### config.mk
export PLATFORM = sky130hd
export DESIGN_NAME = eeprom_emu_top
export DESIGN_NICKNAME = d
export VERILOG_FILES = /design/src/hdl/eeprom_pkg.sv /design/src/hdl/mw_sync.sv /design/src/hdl/mw_cmd_decoder.sv /design/src/hdl/config_rom.sv /design/src/hdl/mw_serializer.sv /design/src/hdl/eeprom_emu_top.sv
export VERILOG_INCLUDE_DIRS = /design/src /design/src/hdl
export SDC_FILE = /design/constraint.sdc
export NUM_CORES = 1
export LEC_CHECK = 0
export BUFFER_PORTS_ARGS = -buffer_cell sky130_fd_sc_hd__clkbuf_2
export CAP_MARGIN = 15
export CORE_MARGIN = 3
export CORE_UTILIZATION = 32
export CTS_CLUSTER_DIAMETER = 200
export DETAILED_ROUTE_END_ITERATION = 6
export PLACE_DENSITY = 0.54
export SYNTH_ARGS = -nofsm -noshare
export SYNTH_HDL_FRONTEND = slang
export SYNTH_SLANG_ARGS = --single-unit
### constraint.sdc
create_clock -name clk_i -period 4.1 [get_ports clk_i]
set_input_delay 0.41 -clock clk_i [delete_from_list [all_inputs] [get_ports clk_i]]
set_output_delay 0.41 -clock clk_i [all_outputs]
set_load 0.01 [all_outputs]
### src/hdl/eeprom_defines.svh
`ifndef EEPROM_DEFINES_SVH
`define EEPROM_DEFINES_SVH

// Geometry of the emulated Microwire EEPROM
`define EE_ADDR_BITS 6
`define EE_WORD_BITS 16
`define EE_WORDS 64

// All 64 words must add up to this
`define EE_CHECKSUM_SUM 16'hBABA

// Station address
`define EE_MAC_OUI 24'hEC3F05
`define EE_MAC_NIC 24'h000001

// PCI identity
`define EE_SUB_PID 16'h6120
`define EE_SUB_VID 16'hFACE
`define EE_PID 16'hABCD
`define EE_VID 16'h8086

// Word indices inside the ROM
`define EE_IDX_SUB_PID 6'h0B
`define EE_IDX_SUB_VID 6'h0C
`define EE_IDX_PID 6'h0D
`define EE_IDX_VID 6'h0E
`define EE_IDX_CHECKSUM 6'h3F

`endif

### src/hdl/eeprom_pkg.sv
`default_nettype none

`include "eeprom_defines.svh"

package eeprom_pkg;

	typedef logic [`EE_WORD_BITS-1:0] ee_word_t;
	typedef logic [`EE_ADDR_BITS-1:0] ee_addr_t;

	// Two opcode bits that follow the start bit
	typedef enum logic [1:0] {
		MW_OP_EXT   = 2'b00,
		MW_OP_WRITE = 2'b01,
		MW_OP_READ  = 2'b10,
		MW_OP_ERASE = 2'b11
	} mw_opcode_e;

	typedef enum logic [2:0] {
		ST_IDLE,
		ST_OPCODE,
		ST_ADDR,
		ST_DATA,
		ST_DONE
	} mw_state_e;

endpackage

`default_nettype wire

### src/hdl/mw_sync.sv
`timescale 1ns/1ps
`default_nettype none

module mw_sync(
	input  wire  clk_i,
	input  wire  rst_i,
	input  wire  sk_i,
	input  wire  cs_i,
	input  wire  di_i,
	output logic sk_rise_o,
	output logic cs_o,
	output logic di_o
);

// Bit order in the sync vectors is {sk, cs, di}
logic [2:0] meta_q;
logic [2:0] sync_q;
logic sk_prev_q;

////////////////////////////////////////////////////////////
// Two-flop synchronizers plus SK history

always_ff @(posedge clk_i) begin
	if (rst_i) begin
		meta_q <= '0;
		sync_q <= '0;
		sk_prev_q <= 1'b0;
	end else begin
		meta_q <= {sk_i, cs_i, di_i};
		sync_q <= meta_q;
		sk_prev_q <= sync_q[2];
	end
end

// One clk_i pulse per SK rising edge
assign sk_rise_o = sync_q[2] & ~sk_prev_q;
assign cs_o = sync_q[1];
assign di_o = sync_q[0];

endmodule

`default_nettype wire

### src/hdl/mw_cmd_decoder.sv
`timescale 1ns/1ps
`default_nettype none

`include "eeprom_defines.svh"

module mw_cmd_decoder(
	input  wire                 clk_i,
	input  wire                 rst_i,
	input  wire                 sk_rise_i,
	input  wire                 cs_i,
	input  wire                 di_i,
	output logic                rd_en_o,
	output eeprom_pkg::ee_addr_t rd_addr_o,
	output logic                shift_o,
	output logic                drive_en_o
);

import eeprom_pkg::*;

// Counter must reach the word width for the trailing edge
localparam int CNT_BITS = $clog2(`EE_WORD_BITS + 1);
localparam logic [CNT_BITS-1:0] OP_LAST = CNT_BITS'(1);
localparam logic [CNT_BITS-1:0] ADDR_LAST = CNT_BITS'(`EE_ADDR_BITS - 1);
localparam logic [CNT_BITS-1:0] DATA_END = CNT_BITS'(`EE_WORD_BITS);

mw_state_e state;
mw_opcode_e opcode_q;
ee_addr_t addr_q;
logic [CNT_BITS-1:0] bit_cnt;

assign rd_addr_o = addr_q;

////////////////////////////////////////////////////////////
// Command FSM, advances on SK rising edges only

always_ff @(posedge clk_i) begin
	rd_en_o <= 1'b0;
	shift_o <= 1'b0;
	if (rst_i) begin
		state <= ST_IDLE;
		bit_cnt <= '0;
		drive_en_o <= 1'b0;
	end else if (!cs_i) begin
		// Deselect aborts whatever is in flight
		state <= ST_IDLE;
		bit_cnt <= '0;
		drive_en_o <= 1'b0;
	end else if (sk_rise_i) begin
		case (state)
		ST_IDLE: begin
			// Leading zeros are skipped until the start bit
			if (di_i) begin
				state <= ST_OPCODE;
				bit_cnt <= '0;
			end
		end
		ST_OPCODE: begin
			opcode_q <= mw_opcode_e'({opcode_q[0], di_i});
			if (bit_cnt == OP_LAST) begin
				state <= ST_ADDR;
				bit_cnt <= '0;
			end else begin
				bit_cnt <= bit_cnt + 1'b1;
			end
		end
		ST_ADDR: begin
			addr_q <= ee_addr_t'({addr_q[`EE_ADDR_BITS-2:0], di_i});
			if (bit_cnt == ADDR_LAST) begin
				bit_cnt <= '0;
				if (opcode_q == MW_OP_READ) begin
					rd_en_o <= 1'b1;
					drive_en_o <= 1'b1;
					state <= ST_DATA;
				end else begin
					state <= ST_DONE;
				end
			end else begin
				bit_cnt <= bit_cnt + 1'b1;
			end
		end
		ST_DATA: begin
			// 16 shifts, then the next edge ends the transfer
			if (bit_cnt == DATA_END) begin
				state <= ST_DONE;
				drive_en_o <= 1'b0;
			end else begin
				shift_o <= 1'b1;
				bit_cnt <= bit_cnt + 1'b1;
			end
		end
		ST_DONE: begin
			// Wait here for CS to drop
			state <= ST_DONE;
		end
		default: begin
			state <= ST_IDLE;
		end
		endcase
	end
end

endmodule

`default_nettype wire

### src/hdl/config_rom.sv
`timescale 1ns/1ps
`default_nettype none

`include "eeprom_defines.svh"

module config_rom #(
	parameter logic [23:0] MAC_OUI = `EE_MAC_OUI,
	parameter logic [23:0] MAC_NIC = `EE_MAC_NIC,
	parameter logic [15:0] SUB_PID = `EE_SUB_PID,
	parameter logic [15:0] SUB_VID = `EE_SUB_VID,
	parameter logic [15:0] PID = `EE_PID,
	parameter logic [15:0] VID = `EE_VID
)(
	input  wire                  clk_i,
	input  wire                  rst_i,
	input  wire                  rd_en_i,
	input  eeprom_pkg::ee_addr_t rd_addr_i,
	output logic                 rd_valid_o,
	output eeprom_pkg::ee_word_t rd_data_o
);

import eeprom_pkg::*;

////////////////////////////////////////////////////////////
// ROM contents

// Every word except the checksum
function automatic ee_word_t base_word(input ee_addr_t idx);
	case (idx)
	6'h00: return {MAC_OUI[15:8], MAC_OUI[23:16]};
	6'h01: return {MAC_NIC[23:16], MAC_OUI[7:0]};
	6'h02: return {MAC_NIC[7:0], MAC_NIC[15:8]};
	`EE_IDX_SUB_PID: return SUB_PID;
	`EE_IDX_SUB_VID: return SUB_VID;
	`EE_IDX_PID: return PID;
	`EE_IDX_VID: return VID;
	default: return '0;
	endcase
endfunction

// Last word balances the sum to the target, mod 2^16
function automatic ee_word_t checksum_word();
	ee_word_t sum;
	sum = '0;
	for (int i = 0; i < `EE_WORDS - 1; i++) begin
		sum = sum + base_word(ee_addr_t'(i));
	end
	return `EE_CHECKSUM_SUM - sum;
endfunction

localparam ee_word_t CHECKSUM = checksum_word();

ee_word_t rom [`EE_WORDS];

for (genvar i = 0; i < `EE_WORDS; i++) begin : g_rom
	localparam ee_word_t ENTRY =
		(i == `EE_IDX_CHECKSUM) ? CHECKSUM : base_word(ee_addr_t'(i));
	assign rom[i] = ENTRY;
end

////////////////////////////////////////////////////////////
// Registered read port

always_ff @(posedge clk_i) begin
	if (rst_i)
		rd_valid_o <= 1'b0;
	else
		rd_valid_o <= rd_en_i;
end

always_ff @(posedge clk_i) begin
	if (rd_en_i)
		rd_data_o <= rom[rd_addr_i];
end

endmodule

`default_nettype wire

### src/hdl/mw_serializer.sv
`timescale 1ns/1ps
`default_nettype none

module mw_serializer(
	input  wire                  clk_i,
	input  wire                  rst_i,
	input  wire                  rd_valid_i,
	input  eeprom_pkg::ee_word_t rd_data_i,
	input  wire                  shift_i,
	input  wire                  drive_en_i,
	output logic                 do_o,
	output logic                 do_oe_o
);

import eeprom_pkg::*;

localparam int W = $bits(ee_word_t);

// Dummy bit on top of the data word
logic [W:0] sreg;

always_ff @(posedge clk_i) begin
	if (rst_i || !drive_en_i)
		sreg <= '0;
	else if (rd_valid_i)
		sreg <= {1'b0, rd_data_i};
	else if (shift_i)
		sreg <= {sreg[W-1:0], 1'b0};
end

always_ff @(posedge clk_i) begin
	if (rst_i)
		do_oe_o <= 1'b0;
	else
		do_oe_o <= drive_en_i;
end

// MSB first on the wire
assign do_o = sreg[W];

endmodule

`default_nettype wire

### src/hdl/eeprom_emu_top.sv
`timescale 1ns/1ps
`default_nettype none

module eeprom_emu_top(
	input  wire  clk_i,
	input  wire  rst_i,
	input  wire  sk_i,
	input  wire  cs_i,
	input  wire  di_i,
	output logic do_o,
	output logic do_oe_o
);

import eeprom_pkg::*;

logic sk_rise;
logic cs_sync;
logic di_sync;
logic rd_en;
ee_addr_t rd_addr;
logic shift;
logic drive_en;
logic rd_valid;
ee_word_t rd_data;

////////////////////////////////////////////////////////////
// Microwire front end

mw_sync sync_i(
	.clk_i(clk_i),
	.rst_i(rst_i),
	.sk_i(sk_i),
	.cs_i(cs_i),
	.di_i(di_i),
	.sk_rise_o(sk_rise),
	.cs_o(cs_sync),
	.di_o(di_sync)
);

mw_cmd_decoder decoder_i(
	.clk_i(clk_i),
	.rst_i(rst_i),
	.sk_rise_i(sk_rise),
	.cs_i(cs_sync),
	.di_i(di_sync),
	.rd_en_o(rd_en),
	.rd_addr_o(rd_addr),
	.shift_o(shift),
	.drive_en_o(drive_en)
);

////////////////////////////////////////////////////////////
// Contents and read-out

config_rom rom_i(
	.clk_i(clk_i),
	.rst_i(rst_i),
	.rd_en_i(rd_en),
	.rd_addr_i(rd_addr),
	.rd_valid_o(rd_valid),
	.rd_data_o(rd_data)
);

mw_serializer serializer_i(
	.clk_i(clk_i),
	.rst_i(rst_i),
	.rd_valid_i(rd_valid),
	.rd_data_i(rd_data),
	.shift_i(shift),
	.drive_en_i(drive_en),
	.do_o(do_o),
	.do_oe_o(do_oe_o)
);

endmodule

`default_nettype wire

==> impl_metrics.py <==
metrics = {
    "pwr": {
        "p_sw_share_pct": 19.7,
        "internal-power_uw": 933,
        "power.density_nw_per_um2": 404,
        "fin_total_pwr_mw": 1.16,
        "p_seq_share_pct": 51.3,
        "p_sw_uw": 229,
        "p_clk_share_pct": 47.8,
        "ir_worst_vdd_mv": 0.194,
        "combPwrFrac_pct": 0.9,
        "p_leak_nw": 0.961,
    },
    "setup_path": {
        "cp_slowest_cell": "dfxtp_1",
        "required_ns": 4.32,
        "crit_chain": "inv_1 > ha_1 > and4bb_2 > mux2_2 > o2111a_1 > a31o_2",
        "critPathKind": "flip-flop to flip-flop",
        "cp_slowest_stage_delay_ns": 0.38,
        "path_max_fanout": 6,
        "path_delay_family": "compound AO/OA/AOI/OAI gates",
        "endpoint_kind": "flip-flop",
        "start_kind": "flip-flop",
        "critPathArrivalTime_ns": 2.04,
        "crit_buf_inv": 1,
    },
    "logic_synthesis": {
        "synth_ff_type": "dfxtp_1",
        "synth_edf_count": 21,
        "yosys_warnings": 0,
        "synthArstFlopShare_pct": 0,
        "synth_top_area_share_pct": 28.6,
        "synthTopCellsByCount": "nor2_1, dfxtp_1, a21oi_1, edfxtp_1, mux2i_1",
        "syn_inst": 259,
        "syn_nets": 267,
        "ys_ff_latch": 58,
        "yosysUniqueCellTypes": 43,
        "syn_avg_cell_area_sq_um": 10.0,
        "ys_seq_area_share_pct": 53.0,
        "synthTopCellsByArea": "dfxtp_1, edfxtp_1, mux2i_1",
        "syn_area_sq_um": 2590,
        "synth.most_common_cell": "nor2_1",
        "yosysTopAreaCell": "dfxtp_1",
    },
    "sta": {
        "fmax_mhz": 549,
        "final-max-slew-violation-count": 0,
        "finalCritPeriodShare_pct": 44.4,
        "worst_clock_skew_ns": 0.00743,
        "rsz0062_at_grt": "no",
        "tightest_slew_ns": 0.936,
        "period_needed_ns": 1.82,
        "whs_ns": 0.291,
        "slew_headroom_pct": 37.5,
        "worst_slack_ns": 2.28,
        "finalSetupViolCount": 0,
        "fin_tns_setup_ns": 0,
        "finalHoldViolCount": 0,
    },
    "cells_and_area": {
        "seqCellArea_sq_um": 1370,
        "drive_gt1_share_pct": 11.4,
        "antennaDiodeCount": 0,
        "final_nets": 267,
        "fill_cells": 793,
        "syn_to_final_growth_pct": 11.1,
        "design_area_sq_um": 2880,
        "multi_input_area_sq_um": 1110,
    },
    "detailed_routing": {
        "dr.pass1.iters": 4,
        "num_vias": 1782,
        "ant_nets": 0,
        "drc": 0,
        "wirelength_mm": 4.52,
        "viasPerCell": 4.87,
        "drtIter0Drc": 146,
        "post_drt_wl_per_cell_um": 12.3,
    },
    "placement": {
        "port_buffers": 6,
        "detailed_place_hpwl_mm": 3.01,
        "place.gp.congestion": 0.846,
        "placed_area_sq_um": 2660,
        "dp_slack_ns": 2.24,
    },
    "cts": {
        "clock_path_buffers": 2,
        "cts_tree": "yes",
        "cts_htree_levels": 3,
        "cts_root_buf": "clkbuf_8",
        "clock-sinks": 58,
        "worstSkewPairLatency_ns": 0.33,
        "path_clk_slew_ns": 0.07,
        "cts_resized": 0,
        "cts_setup_buffers": 0,
        "cts_inserted_buffers": 9,
        "hold_buffers": 0,
    },
    "global_routing": {
        "grt_max_degree": 28,
        "first_global_vias": 1621,
        "grt_pass1_wl_mm": 7.67,
        "track_usage_pct": 11.0,
        "gr-total-overflow": 0,
        "antenna_found_initial": 0,
    },
    "hold_path": {
        "hold_class": "primary input to flip-flop",
    },
    "floorplan": {
        "core_area_sq_um": 7810,
        "rows": 32,
        "die_area_sq_um": 9210,
        "top_level_ports": 7,
        "die_w_um": 95.9,
        "start_util_pct": 33.2,
        "dieHeight_um": 95.9,
    },
    "job": {
        "max_cap_viol_count": 0,
    },
    "outcome": {
        "status": "completed",
    },
}
state kept, by name, summed over array words and instances (netlist names):
| signal | count |
|---|---|
| rom_i.rd_valid_o | 1 |
| decoder_i.bit_cnt | 5 |
| serializer_i.do_oe_o | 1 |
| decoder_i.opcode_q | 2 |
| decoder_i.rd_addr_o | 6 |
| decoder_i.drive_en_o | 1 |
| rom_i.rd_data_o | 13 |
| sync_i.sk_prev_q | 1 |
| serializer_i.sreg | 17 |
| decoder_i.rd_en_o | 1 |
| decoder_i.shift_o | 1 |
| sync_i.sync_q | 3 |
| sync_i.meta_q | 3 |
| decoder_i.state | 3 |
through the flow:
| stage | instances | util, % |
|---|---|---|
| floorplan | 259 | - |
| global placement | 350 | 34.1 |
| detailed placement | 350 | 34.1 |
| CTS | 366 | 36.8 |
| global route | 366 | 36.8 |
| finish | 366 | 36.8 |
worst register-to-register path: stages, from the launching register on:
cell and delay, ns:
dfxtp_1 0.38, inv_1 0.09, ha_1 0.20, and4bb_2 0.29, mux2_2 0.32, o2111a_1 0.24, a31o_2 0.20
power by group through the flow:
stage | registers, mW | logic (mW) | clock network, mW
floorplan | 0.609 | 0.00793 | 0
global route | 0.596 | 0.0117 | 0.602
finish | 0.596 | 0.0104 | 0.555
global placement | 0.609 | 0.0103 | 0
CTS | 0.596 | 0.0105 | 0.578
detailed placement | 0.609 | 0.0105 | 0
metal layers:
metal | share of wire (%) | track usage [%] | vias to the layer above
met1 | 52 | 14.2 | 816
li1 | - | - | 937
met4 | 1.5 | 4.86 | 0
met5 | 0 | 0 | -
met2 | 44 | 16.2 | 23
met3 | 2.9 | 4.22 | 6
cells by family (layout without fill, tap and decap cells):
logic type / Yosys count / after routing / synth area share [%]
AND/OR/NAND/NOR: 100 / 100 / 20.3
flip-flops: 58 / 58 / 53.0
AO/OA/AOI/OAI: 56 / 56 / 14.2
buffers and inverters: 24 / 29 / 4.20
multiplexers: 17 / 17 / 6.62
adder cells (fa/ha/maj): 3 / 3 / 1.45
XOR/XNOR: 1 / 1 / 0.338
final cells by class:
class	count	area share, %
sequential	58	47.7
multi-input combinational	177	38.5
clock buffer	12	5.79
tap	102	4.44
clock inverter	4	1.61
timing repair buffer	6	1.04
inverter	7	0.913
worst paths after layout:
| path | cells after the start | endpoint | from | slack (ns) |
|---|---|---|---|---|
| max | 6 | decoder_i.state[1]$_SDFFE_PN0P_ | decoder_i.bit_cnt[0]$_SDFFE_PN0P_ | 2.28 |
| min | 2 | sync_i.meta_q[1]$_SDFF_PP0_ | cs_i | 0.29 |
| min reg2reg | 1 | sync_i.sync_q[0]$_SDFF_PP0_ | sync_i.meta_q[0]$_SDFF_PP0_ | 0.44 |
| max reg2reg | 6 | decoder_i.state[1]$_SDFFE_PN0P_ | decoder_i.bit_cnt[0]$_SDFFE_PN0P_ | 2.28 |
cells in the final DEF, fill, tap and decap left out, drive strengths merged, types with 2 or more instances in the layout:
cell type   n
a211oi      4
a21oi      21
a31o        2
a31oi       6
and2        2
and3        2
and4bb      3
clkbuf     18
clkinv      2
dfxtp      37
edfxtp     21
ha          3
inv         8
mux2i      16
nand2       8
nand2b      9
nand3       9
nor2       38
nor2b      11
nor3        6
nor3b       4
o211ai      4
o21ai       9
or3         3
(Power assumes the default switching activity.)
